$ cat config.mk
export PLATFORM = sky130hd
export DESIGN_NAME = io_links_top
export DESIGN_NICKNAME = d
export VERILOG_FILES = /design/src/logic/io_links_pkg.sv /design/src/logic/io_links_if.sv /design/src/logic/io_links_top.sv /design/src/logic/link_counters.sv /design/src/logic/link_rx_stage.sv /design/src/logic/link_tx_stage.sv /design/src/logic/io_reg_bank.sv
export VERILOG_INCLUDE_DIRS = /design/src /design/src/logic
export SDC_FILE = /design/constraint.sdc
export NUM_CORES = 1
export LEC_CHECK = 0
export BUFFER_PORTS_ARGS = -buffer_cell sky130_fd_sc_hd__buf_2
export CAP_MARGIN = 25
export CORE_MARGIN = 2
export CORE_UTILIZATION = 34
export CTS_CLUSTER_DIAMETER = 100
export DETAILED_ROUTE_END_ITERATION = 12
export HOLD_SLACK_MARGIN = 0.12
export SETUP_SLACK_MARGIN = 0.4
export SLEW_MARGIN = 10
export SYNTH_ARGS = -nofsm -noshare
export SYNTH_HDL_FRONTEND = slang
export SYNTH_SLANG_ARGS = --single-unit
$ cat constraint.sdc
create_clock -name in_clk160 -period 5.5 [get_ports in_clk160]
set_clock_uncertainty 0.05 [all_clocks]
set_input_delay 0.275 -clock in_clk160 [delete_from_list [all_inputs] [get_ports in_clk160]]
set_output_delay 0.275 -clock in_clk160 [all_outputs]
set_load 0.01 [all_outputs]
$ cat src/logic/io_links_consts.svh
`ifndef IO_LINKS_CONSTS_SVH
`define IO_LINKS_CONSTS_SVH

// Link count and data path widths
`define IO_NLINKS 2
`define IO_WORD_W 8
`define IO_CNT_W 32

// Register bus geometry
`define IO_REG_W 32
`define IO_ADDR_W 6
`define IO_REGS_PER_LINK 4

// Offsets inside one link block
`define IO_OFS_CTRL 0
`define IO_OFS_BITS 1
`define IO_OFS_ERRS 2
`define IO_OFS_STAT 3

// Control register layout, global reg uses the low three bits only
`define IO_CTRL_W 6
`define IO_GCTRL_W 3
`define IO_BIT_RESETN 0
`define IO_BIT_CNTRST 1
`define IO_BIT_LATCH 2
`define IO_BIT_BYPASS 3
`define IO_BIT_TRISTATE 4
`define IO_BIT_INVERT 5

`endif
$ cat src/logic/io_links_pkg.sv
`include "io_links_consts.svh"

package io_links_pkg;

	//////////////////////////////////////////////////
	// Effective per-link control
	//////////////////////////////////////////////////

	// Global and link bits already merged by the register bank
	typedef struct packed {
		// Link out of reset
		logic run;
		// Zero live counters and snapshot
		logic clear;
		// Copy live counters into snapshot
		logic latch;
		// Loop transmit words back instead of pin data
		logic bypass;
		// Keep pin undriven
		logic tristate;
		// Flip every bit of the word
		logic invert;
	} link_ctrl_t;

	//////////////////////////////////////////////////
	// Per-link status seen by the register bus
	//////////////////////////////////////////////////

	typedef struct packed {
		// Latched totals
		logic [`IO_CNT_W-1:0] bits;
		logic [`IO_CNT_W-1:0] errs;
		// At least one valid word since last clear
		logic seen_valid;
	} link_stat_t;

	// Enough bits to hold a full word's bit count
	typedef logic [$clog2(`IO_WORD_W + 1)-1:0] link_inc_t;

endpackage

$ cat src/logic/io_links_if.sv
`timescale 1ns/1ns
`include "io_links_consts.svh"

//////////////////////////////////////////////////
// Transmit stage to receive stage
//////////////////////////////////////////////////

interface link_word_if;
	import io_links_pkg::*;

	// Word as driven to the pin, inversion applied
	logic [`IO_WORD_W-1:0] tx_word;
	// Registered valid of the raw word
	logic tx_valid;
	// Raw word, one cycle behind the top input
	logic [`IO_WORD_W-1:0] bypass_word;
	// Control struct forwarded alongside
	link_ctrl_t ctrl;

	modport src (output tx_word, tx_valid, bypass_word, ctrl);
	// Pin word stays on the transmit side
	modport dst (input tx_valid, bypass_word, ctrl);
endinterface

//////////////////////////////////////////////////
// Receive stage to counters
//////////////////////////////////////////////////

interface link_count_if;
	import io_links_pkg::*;

	link_inc_t bit_inc;
	link_inc_t err_inc;
	// One add per cycle while high
	logic inc_valid;
	logic clear;
	logic latch;

	modport src (output bit_inc, err_inc, inc_valid, clear, latch);
	modport dst (input bit_inc, err_inc, inc_valid, clear, latch);
endinterface

$ cat src/logic/io_links_top.sv
`timescale 1ns/1ns
`include "io_links_consts.svh"

module io_links_top (
	input logic in_clk160,
	input logic arst_n,
	// Transmit stream in
	input logic [`IO_NLINKS-1:0][`IO_WORD_W-1:0] in_tdata,
	input logic [`IO_NLINKS-1:0] in_tvalid,
	// Pin side
	output logic [`IO_NLINKS-1:0][`IO_WORD_W-1:0] tx_data,
	output logic [`IO_NLINKS-1:0] tx_drive,
	input logic [`IO_NLINKS-1:0][`IO_WORD_W-1:0] rx_p_data,
	input logic [`IO_NLINKS-1:0][`IO_WORD_W-1:0] rx_n_data,
	input logic [`IO_NLINKS-1:0] rx_valid,
	// Receive stream out
	output logic [`IO_NLINKS-1:0][`IO_WORD_W-1:0] out_tdata,
	output logic [`IO_NLINKS-1:0] out_tvalid,
	// Register bus
	input logic [`IO_ADDR_W-1:0] reg_addr,
	input logic [`IO_REG_W-1:0] reg_wdata,
	input logic reg_wr,
	input logic reg_rd,
	output logic [`IO_REG_W-1:0] reg_rdata,
	output logic reg_rdack,
	output logic reg_wrack
);
	import io_links_pkg::*;

	link_ctrl_t [`IO_NLINKS-1:0] ctrl;
	link_stat_t [`IO_NLINKS-1:0] stat;

	//////////////////////////////////////////////////
	// Shared register bank
	//////////////////////////////////////////////////

	io_reg_bank io_reg_bank_inst (
		.in_clk160 (in_clk160),
		.arst_n (arst_n),
		.reg_addr (reg_addr),
		.reg_wdata (reg_wdata),
		.reg_wr (reg_wr),
		.reg_rd (reg_rd),
		.stat (stat),
		.reg_rdata (reg_rdata),
		.reg_rdack (reg_rdack),
		.reg_wrack (reg_wrack),
		.ctrl (ctrl)
	);

	//////////////////////////////////////////////////
	// One pipeline per link
	//////////////////////////////////////////////////

	for (genvar i = 0; i < `IO_NLINKS; i++) begin : g_link
		link_word_if word_if ();
		link_count_if cnt_if ();

		// tx -> rx over word_if, rx -> counters over cnt_if
		link_tx_stage link_tx_stage_inst (
			.in_clk160 (in_clk160),
			.arst_n (arst_n),
			.ctrl (ctrl[i]),
			.in_word (in_tdata[i]),
			.in_valid (in_tvalid[i]),
			.tx_data (tx_data[i]),
			.tx_drive (tx_drive[i]),
			.word (word_if)
		);

		link_rx_stage link_rx_stage_inst (
			.in_clk160 (in_clk160),
			.arst_n (arst_n),
			.rx_p_data (rx_p_data[i]),
			.rx_n_data (rx_n_data[i]),
			.rx_valid (rx_valid[i]),
			.word (word_if),
			.out_tdata (out_tdata[i]),
			.out_tvalid (out_tvalid[i]),
			.cnt (cnt_if)
		);

		link_counters link_counters_inst (
			.in_clk160 (in_clk160),
			.arst_n (arst_n),
			.cnt (cnt_if),
			.stat (stat[i])
		);
	end

endmodule

$ cat src/logic/link_counters.sv
`timescale 1ns/1ns
`include "io_links_consts.svh"

module link_counters (
	input logic in_clk160,
	input logic arst_n,
	link_count_if.dst cnt,
	output io_links_pkg::link_stat_t stat
);

	localparam int SUM_W = `IO_CNT_W + 1;

	logic [`IO_CNT_W-1:0] bits_q;
	logic [`IO_CNT_W-1:0] errs_q;
	logic [`IO_CNT_W-1:0] snap_bits;
	logic [`IO_CNT_W-1:0] snap_errs;
	logic seen_q;
	logic [SUM_W-1:0] bits_sum;
	logic [SUM_W-1:0] errs_sum;
	logic [`IO_CNT_W-1:0] bits_nxt;
	logic [`IO_CNT_W-1:0] errs_nxt;

	//////////////////////////////////////////////////
	// Saturating add
	//////////////////////////////////////////////////

	// Extra top bit flags the wrap
	assign bits_sum = {1'b0, bits_q} + SUM_W'(cnt.bit_inc);
	assign errs_sum = {1'b0, errs_q} + SUM_W'(cnt.err_inc);
	assign bits_nxt = bits_sum[SUM_W-1] ? '1 : bits_sum[`IO_CNT_W-1:0];
	assign errs_nxt = errs_sum[SUM_W-1] ? '1 : errs_sum[`IO_CNT_W-1:0];

	always_ff @(posedge in_clk160 or negedge arst_n) begin
		if (!arst_n) begin
			bits_q <= '0;
			errs_q <= '0;
			snap_bits <= '0;
			snap_errs <= '0;
			seen_q <= 1'b0;
		end else if (cnt.clear) begin
			// Clear wins over count and latch
			bits_q <= '0;
			errs_q <= '0;
			snap_bits <= '0;
			snap_errs <= '0;
			seen_q <= 1'b0;
		end else begin
			if (cnt.inc_valid) begin
				bits_q <= bits_nxt;
				errs_q <= errs_nxt;
				seen_q <= 1'b1;
			end
			// Snapshot takes the counts before this cycle's add
			if (cnt.latch) begin
				snap_bits <= bits_q;
				snap_errs <= errs_q;
			end
		end
	end

	assign stat = '{bits: snap_bits, errs: snap_errs, seen_valid: seen_q};

	// Mismatches are a subset of the received bits
	a_err_le_bits: assert property (@(posedge in_clk160) disable iff (!arst_n)
		cnt.inc_valid |-> (cnt.err_inc <= cnt.bit_inc));

	// Live count never goes back unless cleared
	a_bits_monotonic: assert property (@(posedge in_clk160) disable iff (!arst_n)
		!cnt.clear |=> (bits_q >= $past(bits_q)));

endmodule

$ cat src/logic/link_rx_stage.sv
`timescale 1ns/1ns
`include "io_links_consts.svh"

module link_rx_stage (
	input logic in_clk160,
	input logic arst_n,
	input logic [`IO_WORD_W-1:0] rx_p_data,
	input logic [`IO_WORD_W-1:0] rx_n_data,
	input logic rx_valid,
	link_word_if.dst word,
	output logic [`IO_WORD_W-1:0] out_tdata,
	output logic out_tvalid,
	link_count_if.src cnt
);
	import io_links_pkg::*;

	logic [`IO_WORD_W-1:0] p_q;
	logic [`IO_WORD_W-1:0] n_q;
	logic inc_q;
	link_inc_t diff_bits;

	//////////////////////////////////////////////////
	// Sample and output registers
	//////////////////////////////////////////////////

	always_ff @(posedge in_clk160) begin
		p_q <= rx_p_data;
		n_q <= rx_n_data;
		// Bypass word is already one cycle old, this makes two
		if (word.ctrl.bypass) begin
			out_tdata <= word.bypass_word;
		end else begin
			out_tdata <= rx_p_data ^ {`IO_WORD_W{word.ctrl.invert}};
		end
	end

	always_ff @(posedge in_clk160 or negedge arst_n) begin
		if (!arst_n) begin
			out_tvalid <= 1'b0;
			inc_q <= 1'b0;
		end else begin
			out_tvalid <= word.ctrl.run & (word.ctrl.bypass ? word.tx_valid : rx_valid);
			// Count pin words only, bypass has no bearing here
			inc_q <= word.ctrl.run & rx_valid;
		end
	end

	//////////////////////////////////////////////////
	// Count increments
	//////////////////////////////////////////////////

	// P/N mismatch per bit of the sampled word
	always_comb begin
		diff_bits = '0;
		for (int b = 0; b < `IO_WORD_W; b++) begin
			diff_bits = diff_bits + link_inc_t'(p_q[b] ^ n_q[b]);
		end
	end

	// Whole word counted every valid cycle
	assign cnt.bit_inc = link_inc_t'(`IO_WORD_W);
	assign cnt.err_inc = diff_bits;
	assign cnt.inc_valid = inc_q;

	// Counter commands straight through
	assign cnt.clear = word.ctrl.clear;
	assign cnt.latch = word.ctrl.latch;

endmodule

$ cat src/logic/link_tx_stage.sv
`timescale 1ns/1ns
`include "io_links_consts.svh"

module link_tx_stage (
	input logic in_clk160,
	input logic arst_n,
	input io_links_pkg::link_ctrl_t ctrl,
	input logic [`IO_WORD_W-1:0] in_word,
	input logic in_valid,
	output logic [`IO_WORD_W-1:0] tx_data,
	output logic tx_drive,
	link_word_if.src word
);

	//////////////////////////////////////////////////
	// Word registers
	//////////////////////////////////////////////////

	// Pin word and raw copy, both one cycle behind the input
	always_ff @(posedge in_clk160) begin
		word.tx_word <= in_word ^ {`IO_WORD_W{ctrl.invert}};
		// Raw copy for the bypass loop
		word.bypass_word <= in_word;
	end

	// Pin sees the registered word directly
	assign tx_data = word.tx_word;

	//////////////////////////////////////////////////
	// Drive enable and valid
	//////////////////////////////////////////////////

	always_ff @(posedge in_clk160 or negedge arst_n) begin
		if (!arst_n) begin
			tx_drive <= 1'b0;
			word.tx_valid <= 1'b0;
		end else begin
			// Drive only valid words on a running, non-tristated link
			tx_drive <= in_valid & ~ctrl.tristate & ctrl.run;
			word.tx_valid <= in_valid;
		end
	end

	// Control goes on unregistered, rx stage registers its own outputs
	assign word.ctrl = ctrl;

endmodule

$ cat src/logic/io_reg_bank.sv
`timescale 1ns/1ns
`include "io_links_consts.svh"

module io_reg_bank (
	input logic in_clk160,
	input logic arst_n,
	input logic [`IO_ADDR_W-1:0] reg_addr,
	input logic [`IO_REG_W-1:0] reg_wdata,
	input logic reg_wr,
	input logic reg_rd,
	input io_links_pkg::link_stat_t [`IO_NLINKS-1:0] stat,
	output logic [`IO_REG_W-1:0] reg_rdata,
	output logic reg_rdack,
	output logic reg_wrack,
	output io_links_pkg::link_ctrl_t [`IO_NLINKS-1:0] ctrl
);

	// Address split into block number and offset in block
	localparam int OFS_W = $clog2(`IO_REGS_PER_LINK);
	localparam int BLK_W = `IO_ADDR_W - OFS_W;

	localparam logic [OFS_W-1:0] OFS_CTRL = OFS_W'(`IO_OFS_CTRL);
	localparam logic [OFS_W-1:0] OFS_BITS = OFS_W'(`IO_OFS_BITS);
	localparam logic [OFS_W-1:0] OFS_ERRS = OFS_W'(`IO_OFS_ERRS);
	localparam logic [OFS_W-1:0] OFS_STAT = OFS_W'(`IO_OFS_STAT);

	// Reset values, only resetn comes up set
	localparam logic [`IO_GCTRL_W-1:0] GLB_DEFAULT = `IO_GCTRL_W'(1) << `IO_BIT_RESETN;
	localparam logic [`IO_CTRL_W-1:0] LINK_DEFAULT = `IO_CTRL_W'(1) << `IO_BIT_RESETN;

	// Command bits that drop after one cycle
	localparam logic [`IO_GCTRL_W-1:0] GLB_SELF_CLR =
		(`IO_GCTRL_W'(1) << `IO_BIT_CNTRST) | (`IO_GCTRL_W'(1) << `IO_BIT_LATCH);
	localparam logic [`IO_CTRL_W-1:0] LINK_SELF_CLR =
		(`IO_CTRL_W'(1) << `IO_BIT_CNTRST) | (`IO_CTRL_W'(1) << `IO_BIT_LATCH);

	logic [BLK_W-1:0] blk;
	logic [OFS_W-1:0] ofs;
	logic wr_glb;
	logic [`IO_NLINKS-1:0] wr_link;
	logic [`IO_GCTRL_W-1:0] glb_q;
	logic [`IO_CTRL_W-1:0] link_q [`IO_NLINKS];
	logic [`IO_REG_W-1:0] rd_mux;

	assign blk = reg_addr[`IO_ADDR_W-1:OFS_W];
	assign ofs = reg_addr[OFS_W-1:0];

	//////////////////////////////////////////////////
	// Write decode
	//////////////////////////////////////////////////

	// Block 0 is global, block i+1 is link i
	// Other offsets are read-only, writes there only get acked
	assign wr_glb = reg_wr && (blk == '0) && (ofs == OFS_CTRL);

	always_comb begin
		for (int i = 0; i < `IO_NLINKS; i++) begin
			wr_link[i] = reg_wr && (blk == BLK_W'(i + 1)) && (ofs == OFS_CTRL);
		end
	end

	always_ff @(posedge in_clk160 or negedge arst_n) begin
		if (!arst_n) begin
			glb_q <= GLB_DEFAULT;
			for (int i = 0; i < `IO_NLINKS; i++) begin
				link_q[i] <= LINK_DEFAULT;
			end
		end else begin
			// Commands held one cycle then dropped
			glb_q <= glb_q & ~GLB_SELF_CLR;
			if (wr_glb) begin
				glb_q <= reg_wdata[`IO_GCTRL_W-1:0];
			end
			for (int i = 0; i < `IO_NLINKS; i++) begin
				link_q[i] <= link_q[i] & ~LINK_SELF_CLR;
				if (wr_link[i]) begin
					link_q[i] <= reg_wdata[`IO_CTRL_W-1:0];
				end
			end
		end
	end

	//////////////////////////////////////////////////
	// Readback
	//////////////////////////////////////////////////

	always_comb begin
		// Unmapped reads give zero
		rd_mux = '0;
		if ((blk == '0) && (ofs == OFS_CTRL)) begin
			rd_mux = `IO_REG_W'(glb_q);
		end
		for (int i = 0; i < `IO_NLINKS; i++) begin
			if (blk == BLK_W'(i + 1)) begin
				case (ofs)
					OFS_CTRL: rd_mux = `IO_REG_W'(link_q[i]);
					OFS_BITS: rd_mux = `IO_REG_W'(stat[i].bits);
					OFS_ERRS: rd_mux = `IO_REG_W'(stat[i].errs);
					OFS_STAT: rd_mux = `IO_REG_W'(stat[i].seen_valid);
					default: rd_mux = '0;
				endcase
			end
		end
	end

	// Data held until the next read
	always_ff @(posedge in_clk160) begin
		if (reg_rd) begin
			reg_rdata <= rd_mux;
		end
	end

	// Acks one cycle after the strobe
	always_ff @(posedge in_clk160 or negedge arst_n) begin
		if (!arst_n) begin
			reg_wrack <= 1'b0;
			reg_rdack <= 1'b0;
		end else begin
			reg_wrack <= reg_wr;
			reg_rdack <= reg_rd;
		end
	end

	//////////////////////////////////////////////////
	// Effective control per link
	//////////////////////////////////////////////////

	always_comb begin
		for (int i = 0; i < `IO_NLINKS; i++) begin
			ctrl[i].run = glb_q[`IO_BIT_RESETN] & link_q[i][`IO_BIT_RESETN];
			// Counters also held clear while link is down
			ctrl[i].clear = glb_q[`IO_BIT_CNTRST] | link_q[i][`IO_BIT_CNTRST] | ~ctrl[i].run;
			ctrl[i].latch = glb_q[`IO_BIT_LATCH] | link_q[i][`IO_BIT_LATCH];
			ctrl[i].bypass = link_q[i][`IO_BIT_BYPASS];
			ctrl[i].tristate = link_q[i][`IO_BIT_TRISTATE];
			ctrl[i].invert = link_q[i][`IO_BIT_INVERT];
		end
	end

	// Bus master never issues both strobes at once
	a_one_strobe: assert property (@(posedge in_clk160) disable iff (!arst_n)
		!(reg_wr && reg_rd));

	// Write ack shows with the written value already in the register
	a_glb_write_acked: assert property (@(posedge in_clk160) disable iff (!arst_n)
		wr_glb |=> reg_wrack && (glb_q == $past(reg_wdata[`IO_GCTRL_W-1:0])));

	for (genvar i = 0; i < `IO_NLINKS; i++) begin : g_wr_chk
		// Self-clear must not eat the command bits on the write edge
		a_link_write_acked: assert property (@(posedge in_clk160) disable iff (!arst_n)
			wr_link[i] |=> reg_wrack && (link_q[i] == $past(reg_wdata[`IO_CTRL_W-1:0])));
	end

endmodule

==> results of run 1 <==
-- through the flow --
| step | instance area (sq um) | util |
|---|---|---|
| 3_5_place_dp | 18300 | 0.372 |
| 6_report | 20500 | 0.417 |
| 3_3_place_gp | 18300 | 0.372 |
| 5_1_grt | 20500 | 0.417 |
| 2_1_floorplan | 17000 | - |
| 4_1_cts | 20300 | 0.414 |
-- what timing repair did --
| action | in CTS | in global routing |
|---|---|---|
| endpoints found under the setup margin | 9 | 41 |
| gates resized for setup | 4 | 20 |
| buffers inserted | 0 | 2 |
| hold buffers | 61 | 0 |
| pin swaps | 0 | 2 |
| hold endpoints to repair | 238 | 0 |
-- area by class of cell --
type                            instances  area, sq um  area share
Sequential cell                       387         9450       0.461
Multi-Input combinational cell       1194         7110       0.347
Timing Repair Buffer                  226         1540      0.0752
Clock buffer                           62         1260      0.0615
Tap cell                              664          831      0.0406
Clock inverter                         17          184     0.00898
Inverter                               29          109     0.00532
-- worst max path at each step --
stage	start	cells past startpoint	slack, ns	endpoint
final	g_link[0].link_rx_stage_inst.p_q[5]$_DFF_P_	17	0.64	g_link[0].link_counters_inst.errs_q[1]$_DFFE_PN0P_
after global routing	g_link[1].link_rx_stage_inst.p_q[5]$_DFF_P_	18	0.37	g_link[1].link_counters_inst.errs_q[31]$_DFFE_PN0P_
after CTS	g_link[1].link_rx_stage_inst.n_q[5]$_DFF_P_	17	0.41	g_link[1].link_counters_inst.errs_q[30]$_DFFE_PN0P_
after detailed placement	g_link[0].link_rx_stage_inst.p_q[5]$_DFF_P_	17	0.26	g_link[0].link_counters_inst.errs_q[7]$_DFFE_PN0P_
after global placement	g_link[0].link_rx_stage_inst.p_q[5]$_DFF_P_	17	0.30	g_link[0].link_counters_inst.errs_q[19]$_DFFE_PN0P_
after floorplan	g_link[0].link_rx_stage_inst.n_q[5]$_DFF_P_	18	0.61	g_link[0].link_counters_inst.errs_q[17]$_DFFE_PN0P_
-- layer usage --
metal,part of all wire,up-vias,global-route usage
li1,-,6360,-
met1,0.46,6659,0.249
met2,0.45,371,0.273
met3,0.067,68,0.0421
met4,0.021,2,0.0504
met5,0.00024,-,0
-- placed cells by master (no fill, tap or decap), drive strengths merged, types with 12 or more instances in the layout --
cell type	n
nor2	77
a31oi	22
ha	16
and2	19
dfxtp	80
and3	33
nand4	29
mux2i	16
dfrtp	272
buf	164
xor2	53
a22oi	52
nand3	37
and4	12
nor4	15
a21oi	164
dlygate4sd3	61
o22ai	29
edfxtp	32
clkbuf	63
o21ai	99
nand2	328
inv	32
xnor2	52
a211oi	20
nor3	29
-- registers in the layout (all words and copies together), names as in the netlist, 32 cells and up --
signal and count:
g_link.link_counters_inst.errs_q 64, g_link.link_counters_inst.snap_errs 64, g_link.link_counters_inst.bits_q 60, g_link.link_counters_inst.snap_bits 60, io_reg_bank_inst.reg_rdata 32
-- cell families after synthesis --
| group | Yosys count |
|---|---|
| AO/OA/AOI/OAI | 419 |
| XOR/XNOR | 105 |
| adder cells (fa/ha/maj) | 26 |
| buffers and inverters | 140 |
| flip-flops | 387 |
| multiplexers | 27 |
| AND/OR/NAND/NOR | 617 |
-- power by group --
part | total (W) | internal (W) | leakage, nW | switching (W)
combinational | 0.000597 | 0.000247 | 2.63 | 0.000349
clock | 0.00292 | 0.00174 | 0.713 | 0.00118
sequential | 0.00303 | 0.00297 | 4.80 | 0.0000609
-- critical path, cell delays in order (launching register included) --
cell,delay [ns]
dfxtp_1,0.31
xnor2_1,0.15
fa_1,0.54
inv_1,0.06
fa_1,0.53
inv_1,0.05
fa_1,0.52
inv_1,0.04
ha_1,0.21
fa_1,0.51
inv_1,0.06
fa_2,0.40
nor2b_4,0.16
o31ai_4,0.08
or4_4,0.47
or2_4,0.30
buf_4,0.16
a31oi_1,0.18
==> impl_metrics.csv, run 1 <==
group,metric,value,unit
logic_synthesis,synthTopCellsByArea,"dfrtp_1 (40%), dfxtp_1 (9.4%), nand2_1 (7.2%)",
worst_setup_path,worstReg2RegEnd,"g_link[0].link_counters_inst.errs_q[1]$_DFFE_PN0P_",
die,die_area,0.0518,sq mm
sta,finalCriticalPeriod,4.86,ns
worst_setup_path,start_kind,"register",
worst_setup_path,endpoint_kind,"register",
die,std_cell_rows,81,
drt,drtIter0Drc,1219,
sta,min_period_over_period,0.884,
logic_synthesis,synthTopCellsByCount,"nand2_1 (327), dfrtp_1 (272), a21oi_1 (164), clkbuf_1 (100), o21ai_0 (99)",
worst_setup_path,crit_arrival,5.28,ns
global_routing,grt_max_degree,143,
sta,hold_viol,0,
logic_synthesis,synth_edf_count,32,
finish,final_layout_size_suffix_gt1_frac,0.147,
drt,via_per_inst,5.22,
cts,clock_sinks,387,
logic_synthesis,synth_area_per_cell,9.87,sq um
worst_setup_path,crit_fanout,6,
drt,drc,0,
worst_hold_path,worstHoldStart,"reg_addr[4]",
sta,slew_headroom,0.253,
worst_setup_path,reg2reg_from,"g_link[0].link_rx_stage_inst.p_q[5]$_DFF_P_",
logic_synthesis,async_flop_share,0.711,
worst_setup_path,ff2ff_setup_slack,0.64,ns
sta,rsz0062_at_grt,"no",
finish,antenna_cells,0,
place,post-dp-hpwl,29600,um
logic_synthesis,synthFlopType,"dfrtp_1",
global_routing,antenna_found_initial,1,
worst_setup_path,worstPathRequired,5.92,ns
logic_synthesis,synthesis.area,0.0170,sq mm
logic_synthesis,synth_cells,1721,
power,finalPower,0.00654,W
finish,nNetsFinal,2001,
finish,nFillCells,4755,
finish,area_growth,20.5,%
sta,whs,0.217,ns
sta,worst_pin_slew,1.12,ns
logic_synthesis,yosys.area_share.adder,0.0236,
die,die_h,228,um
worst_hold_path,min_to,"io_reg_bank_inst.reg_rdata[0]$_DFFE_PP_",
run_status,status,"complete, no violations",
worst_setup_path,crit_type,"reg2reg",
power,vdd_drop_max,0.000250,V
place,globalplace.congestion,0.825,
drt,vias,13500,
place,pre_cts_slack,0.263,ns
die,io_pins,164,
drt,drt-wirelength-per-cell,17.5,um
place,dp_cells,2435,
sta,finalSetupViolCount,0,
sta,slew_viol_final,0,
logic_synthesis,synth_seq_cells,387,
cts,clockBufferDepth,3,
drt,first_pass_iters,5,
logic_synthesis,synth_most_common_cell,"nand2_1",
global_routing,grt_usage,0.177,
global_routing,grt_remaining_overflow,0,
global_routing,grt_pass1_wl,73300,um
worst_hold_path,hp-class,"in2reg",
logic_synthesis,synth-simple-area-share,0.169,
sta,setup_ws,0.639,ns
cts,cts_tree,"built",
sta,tns,0,ns
logic_synthesis,synth_compound_area_frac,0.145,
logic_synthesis,synth_top_family_by_area,"simple AND/OR/NAND/NOR gates",
cts,clk_pin_slew,0.06,ns
logic_synthesis,synth_top_cell_by_area,"dfrtp_1",
worst_setup_path,reg2reg_depth,17,
die,core,0.0492,sq mm
drt,drt_wl_total,45200,um
sta,fmax,0.206,GHz
place,portBuffers,137,
cts,root_buffer,"clkbuf_16",
logic_synthesis,synthXorXnorAreaFrac,0.0541,
logic_synthesis,synth-warning-count,0,
power,p_leak,8.15,nW
finish,final_cells,2579,
cts,clkLatencyLatePin,0.57,ns
die,fp.dieW,228,um
logic_synthesis,syn-num-nets,1841,
logic_synthesis,ys_seq_area_frac,0.556,
cts,cts_buffers,43,
cts,h-tree-depth,2,
logic_synthesis,ys_types,64,
power,powerDensity,320,mW/mm^2
global_routing,grt_pass1_vias,13400,
die,initial_utilization,0.346,
logic_synthesis,synthMuxAreaShare,0.0180,
run,drv_cap,0,
drt,drtAntennaViolNets,0,
worst_hold_path,hold_depth,4,
logic_synthesis,synth_top_area_share,0.401,
(Power assumes the default switching activity.)
==> run 2, diff against run 1 <==
--- a/config.mk
+++ b/config.mk
@@ -17,4 +17,5 @@
 export SLEW_MARGIN = 10
 export SYNTH_ARGS = -nofsm -noshare
 export SYNTH_HDL_FRONTEND = slang
+export SYNTH_HIERARCHICAL = 1
 export SYNTH_SLANG_ARGS = --single-unit
==> run 2 against run 1 <==
Compared with the run above: critical path depth is 2 lower; count of clock-buffer cells in the layout stayed put; register-to-register slack gained 0.04 ns; hold slack worse by 0.041 ns; first-iteration DRC count grew 17%; synthesized area grew 9.3%; die area increased by 9.1%; critical endpoint is now g_link[1].link_counters_inst/errs_q[13]$_DFFE_PN0P_.
==> impl_metrics.csv, run 2 <==
group,metric,value,unit
sta,slew_viol_final,0,
place,dpl_cell_area,0.0196,sq mm
die,std_cell_rows,85,
sta,tns,0,ns
worst_setup_path,worstPathRequired,5.88,ns
global_routing,grt_max_degree,139,
logic_synthesis,synth_cells,1723,
worst_setup_path,crit_arrival,5.20,ns
die,io_pins,164,
place,post-dp-hpwl,31000,um
cts,cts_tree,"built",
worst_setup_path,crit_fanout,8,
drt,drc,0,
finish,area_growth,16.1,%
worst_setup_path,crit_chain,"xnor2_1, fa_1, inv_1, fa_1, fa_1, ha_1, inv_1, fa_1, inv_1, fa_1, a211o_1, o211a_1, and4_1, nor4bb_1, nor3_1",
power,vdd_drop_max,0.000193,V
drt,vias,13900,
finish,antenna_cells,0,
finish,nFillCells,5029,
power,p_leak,8.50,nW
cts,cts_buffers,43,
die,initial_utilization,0.344,
worst_setup_path,critPathSlowestCell,"fa_1",
worst_setup_path,start_kind,"register",
worst_hold_path,hp-class,"in2reg",
cts,h-tree-depth,2,
drt,drtAntennaViolNets,0,
cts,clkLatencyLatePin,0.59,ns
worst_setup_path,crit_type,"reg2reg",
worst_setup_path,crit_top_cell,"fa_1",
finish,nNetsFinal,1977,
cts,root_buffer,"clkbuf_16",
finish,final_layout_size_suffix_gt1_frac,0.147,
die,die_h,238,um
drt,drt_wl_total,46600,um
die,die_area,0.0565,sq mm
logic_synthesis,synthesis.area,0.0186,sq mm
power,powerDensity,302,mW/mm^2
finish,final_cell_mix,"dfrtp_1 (280), nor2_1 (224), mux2i_1 (146), buf_2 (136), dfxtp_1 (80)",
sta,min_period_over_period,0.877,
finish,multiInputGateArea,0.00812,sq mm
finish,seq_area,0.00965,sq mm
global_routing,grt_usage,0.164,
cts,clockBufferDepth,3,
drt,first_pass_iters,6,
place,portBuffers,137,
logic_synthesis,synth-warning-count,6,
worst_setup_path,slowest_delay,0.55,ns
sta,slew_headroom,0.347,
global_routing,grt_pass1_vias,13800,
sta,finalSetupViolCount,0,
die,fp.dieW,238,um
cts,cts_setup_buffers,0,
sta,finalCriticalPeriod,4.83,ns
sta,rsz0062_at_grt,"no",
place,globalplace.congestion,0.873,
drt,via_per_inst,5.37,
cts,clk_pin_slew,0.06,ns
sta,whs,0.176,ns
sta,worst_pin_slew,0.979,ns
global_routing,grt_pass1_wl,74900,um
finish,final_cell_area,0.0216,sq mm
logic_synthesis,synth_area_per_cell,10.8,sq um
run,drv_cap,0,
global_routing,antenna_found_initial,0,
drt,drt-wirelength-per-cell,18.1,um
sta,hold_viol,0,
run_status,status,"complete, no violations",
worst_setup_path,crit_family,"adder cells",
finish,layout_commonest_cell,"dfrtp_1",
sta,fmax,0.207,GHz
worst_setup_path,critPathBufInv,3,
cts,clock_sinks,395,
global_routing,grt_remaining_overflow,0,
die,core,0.0539,sq mm
worst_setup_path,endpoint_kind,"register",
drt,drtIter0Drc,1426,
## run 2: metal layers
metal	wire [um]	part of all wire	global-route usage	vias up
met5	0	0	0	-
met1	20400	0.44	0.211	6889
li1	-	-	-	6505
met4	1680	0.036	0.0680	0
met3	1930	0.041	0.0265	103
met2	22600	0.48	0.273	354
## run 2: where the power goes
part           switching, W  internal [W]
combinational      0.000350      0.000256
clock               0.00121       0.00161
sequential        0.0000623       0.00303
total               0.00162       0.00489
## run 2: worst reg2reg max path: cells and delay by family, from the launching register on
family,cells,cell delay [ns]
compound gates,2,0.59
xor+xnor,1,0.14
fa+ha+maj,6,2.65
buf+inv,3,0.19
flops,1,0.30
simple gates,3,0.78
## run 2: what timing repair did
item / CTS / global route
hold buffers: 61 / 0
endpoints found under the setup margin: 0 / 5
endpoints found under the hold margin: 189 / 0
resized for setup: 0 / 4
## run 2: through the flow
stage / worst slack (ns) / power, W / std cells / utilization
2_1_floorplan: 0.982 / 0.00352 / 1727 / -
3_3_place_gp: 0.661 / 0.00371 / 2438 / 0.363
3_5_place_dp: 0.640 / 0.00372 / 2438 / 0.363
4_1_cts: 0.600 / 0.00660 / 2576 / 0.399
5_1_grt: 0.401 / 0.00680 / 2577 / 0.400
6_report: 0.674 / 0.00651 / 2577 / 0.400
## run 2: worst paths after layout
path                                                                               end  cells past startpoint                                                      from  slack (ns)
max in group asynchronous       g_link[1].link_counters_inst/snap_bits[11]$_DFFE_PN0P_                      3                                                    arst_n        3.79
worst min register to register       g_link[1].link_rx_stage_inst/out_tdata[5]$_DFF_P_                      2  g_link[1].link_tx_stage_inst/word.bypass_word[5]$_DFF_P_        0.38
worst min-delay path                           io_reg_bank_inst/reg_rdata[1]$_DFFE_PP_                      4                                               reg_addr[4]        0.18
min in group asynchronous           g_link[0].link_counters_inst/bits_q[2]$_DFFE_PN0P_                      2                                                    arst_n        0.29
worst max-delay path               g_link[1].link_counters_inst/errs_q[13]$_DFFE_PN0P_                     15               g_link[1].link_rx_stage_inst/n_q[1]$_DFF_P_        0.67
worst max register to register     g_link[1].link_counters_inst/errs_q[13]$_DFFE_PN0P_                     15               g_link[1].link_rx_stage_inst/n_q[1]$_DFF_P_        0.67
## run 2: cell type report
class                      count  area share
sequential                   395       0.448
multi-input combinational   1164       0.377
timing repair buffer         213      0.0673
clock buffer                  62      0.0551
tap                          696      0.0404
clock inverter                15     0.00755
inverter                      32     0.00557
==> run 3, diff against run 2 <==
--- a/config.mk
+++ b/config.mk
@@ -8,13 +8,14 @@
 export LEC_CHECK = 0
 export BUFFER_PORTS_ARGS = -buffer_cell sky130_fd_sc_hd__buf_2
 export CAP_MARGIN = 25
+export CORE_ASPECT_RATIO = 1.5
 export CORE_MARGIN = 2
 export CORE_UTILIZATION = 34
 export CTS_CLUSTER_DIAMETER = 100
 export DETAILED_ROUTE_END_ITERATION = 12
 export HOLD_SLACK_MARGIN = 0.12
+export RECOVER_POWER = 50
 export SETUP_SLACK_MARGIN = 0.4
-export SLEW_MARGIN = 10
 export SYNTH_ARGS = -nofsm -noshare
 export SYNTH_HDL_FRONTEND = slang
 export SYNTH_HIERARCHICAL = 1
==> run 3 against run 2 <==
Compared with the run above: non-clock buffer count grew 5; first-iteration DRC count shrank 35%; routed wire length grew 3.2%; die area is essentially flat; hold slack gained 0.0088 ns; register-to-register slack lost 0.08 ns; critical endpoint unchanged; core utilization shrank 0.54 points; largest cell class unchanged; critical path depth is the same; the run now ends with capacitance limit, slew limit left; global-route usage grew 0.51 points; count of clock-buffer cells in the layout grew 1.
==> impl_metrics.csv, run 3 (synthesis gave the netlist of run 2 again) <==
group,metric,value,unit
cts,clock_sinks,395,
die,die_h,290,um
die,std_cell_rows,104,
power,finalPower,0.00625,W
die,fp.dieW,195,um
worst_setup_path,start_kind,"register",
die,die_area,0.0565,sq mm
drt,via_per_inst,5.37,
drt,drc,0,
run_status,violations,"capacitance limit, slew limit",
global_routing,grt_remaining_overflow,0,
die,core,0.0539,sq mm
die,io_pins,164,
global_routing,grt_util_met1,0.192,
global_routing,antenna_found_initial,0,
drt,first_pass_iters,5,
sta,hold_viol,0,
sta,fmax,0.204,GHz
finish,final_cell_area,0.0212,sq mm
sta,finalSetupViolCount,0,
sta,worst_pin_slew,2.75,ns
cts,h-tree-depth,2,
worst_setup_path,crit_fanout,8,
place,post-dp-hpwl,33200,um
cts,cts_tree,"built",
cts,clk_pin_slew,0.07,ns
drt,drt-wirelength-per-cell,18.7,um
drt,vias,13800,
sta,tns,0,ns
global_routing,grt_pass1_vias,14200,
power,powerDensity,294,mW/mm^2
global_routing,grt_max_degree,107,
worst_setup_path,worstPathRequired,5.86,ns
power,p_leak,8.13,nW
worst_setup_path,crit_arrival,5.27,ns
sta,min_period_over_period,0.892,
sta,rsz0062_at_grt,"no",
finish,nFillCells,5252,
power,vdd_drop_max,0.000306,V
cts,cts_buffers,39,
worst_setup_path,endpoint_kind,"register",
finish,antenna_cells,0,
finish,area_growth,14.5,%
cts,clockBufferDepth,3,
drt,drtAntennaViolNets,0,
worst_setup_path,crit_type,"reg2reg",
place,dpl_cell_area,0.0196,sq mm
finish,nNetsFinal,1978,
global_routing,grt_pass1_wl,77200,um
finish,final_cells,2568,
place,portBuffers,137,
place,globalplace.congestion,0.929,
finish,layout_commonest_cell,"dfrtp_1",
run_status,status,"complete, but fails checks",
drt,drtIter0Drc,921,
drt,drt_wl_total,48100,um
finish,final_cell_mix,"dfrtp_1 (280), nor2_1 (225), mux2i_1 (146), clkbuf_1 (123), dfxtp_1 (80)",
worst_hold_path,hp-class,"in2reg",
global_routing,top_usage_layer,"met2",
cts,clkLatencyLatePin,0.54,ns
global_routing,grt_usage,0.169,
run,drv_cap,4,
die,initial_utilization,0.345,
cts,root_buffer,"clkbuf_16",
global_routing,grt_util_met2,0.308,
sta,finalCriticalPeriod,4.91,ns
sta,slew_headroom,-0.830,
place,dp_cells,2436,
sta,slew_viol_final,237,
finish,final_layout_size_suffix_gt1_frac,0.0867,
global_routing,grt.met3_usage,0.0167,
## run 3: changes by cell type in the layout (fill, tap and decap cells not counted), moves of 3 or more
cell	before	now
clkbuf_1	15	123
buf_4	12	18
and2_1	22	15
buf_2	136	31
inv_6	1	4
o21ai_0	34	47
and2_0	0	7
o21ai_1	14	2
## run 3: cell type report
cell class                      instances  area [sq um]  share of cell area
Clock buffer                           63          1170              0.0550
Clock inverter                          7          50.0             0.00236
Inverter                               32           120             0.00565
Multi-Input combinational cell       1164          8100               0.381
Sequential cell                       395          9650               0.454
Tap cell                              689           862              0.0406
Timing Repair Buffer                  218          1300              0.0613
## run 3: through the flow
step / hold slack (ns) / worst slack, ns / util
6_report: 0.184 / 0.593 / 0.394
3_5_place_dp: 0.319 / 0.423 / 0.363
4_1_cts: 0.164 / 0.437 / 0.397
3_3_place_gp: 0.322 / 0.591 / 0.363
5_1_grt: 0.189 / 0.410 / 0.394
2_1_floorplan: -0.0706 / 0.982 / -
## run 3: power breakdown
group / internal (W) / total, W / switching [W] / leakage [nW]
Clock: 0.00146 / 0.00258 / 0.00112 / 0.597
Sequential: 0.00303 / 0.00309 / 0.0000608 / 4.92
Combinational: 0.000229 / 0.000585 / 0.000356 / 2.61
## run 3: path summary, 6_finish.rpt
path                                                                                from  slack, ns  cells past startpoint                                                      to
min in group asynchronous                                                         arst_n       1.01                      2  g_link[0].link_counters_inst/snap_errs[24]$_DFFE_PN0P_
worst max-delay path                         g_link[1].link_rx_stage_inst/p_q[1]$_DFF_P_       0.59                     15     g_link[1].link_counters_inst/errs_q[13]$_DFFE_PN0P_
worst max register to register               g_link[1].link_rx_stage_inst/p_q[1]$_DFF_P_       0.59                     15     g_link[1].link_counters_inst/errs_q[13]$_DFFE_PN0P_
worst min-delay path                                                         reg_addr[3]       0.18                      3                 io_reg_bank_inst/reg_rdata[0]$_DFFE_PP_
worst min register to register  g_link[0].link_tx_stage_inst/word.bypass_word[6]$_DFF_P_       0.38                      2       g_link[0].link_rx_stage_inst/out_tdata[6]$_DFF_P_
max in group asynchronous                                                         arst_n       1.78                      3   g_link[1].link_counters_inst/snap_errs[0]$_DFFE_PN0P_
## run 3: metal layers
metal	part of all wire	up-vias
met5	0	-
met4	0.053	0
met3	0.028	122
met2	0.53	311
met1	0.39	6855
li1	-	6509
## run 3: repair_timing
action                                 CTS  global route
hold buffers                            60             0
endpoints found under the hold margin  204             0
setup endpoints to repair                0             4
gates resized for setup                  0             2
buffers inserted                         0             2
## run 3: critical path: stages, from the launching register on
cell	delay, ns
dfxtp_1	0.31
xnor2_1	0.14
fa_1	0.53
inv_1	0.05
fa_1	0.45
fa_1	0.49
ha_1	0.16
inv_1	0.06
fa_1	0.52
inv_1	0.07
fa_1	0.48
a211o_1	0.34
o211a_1	0.28
and4_1	0.43
nor4bb_1	0.34
nor3_1	0.09
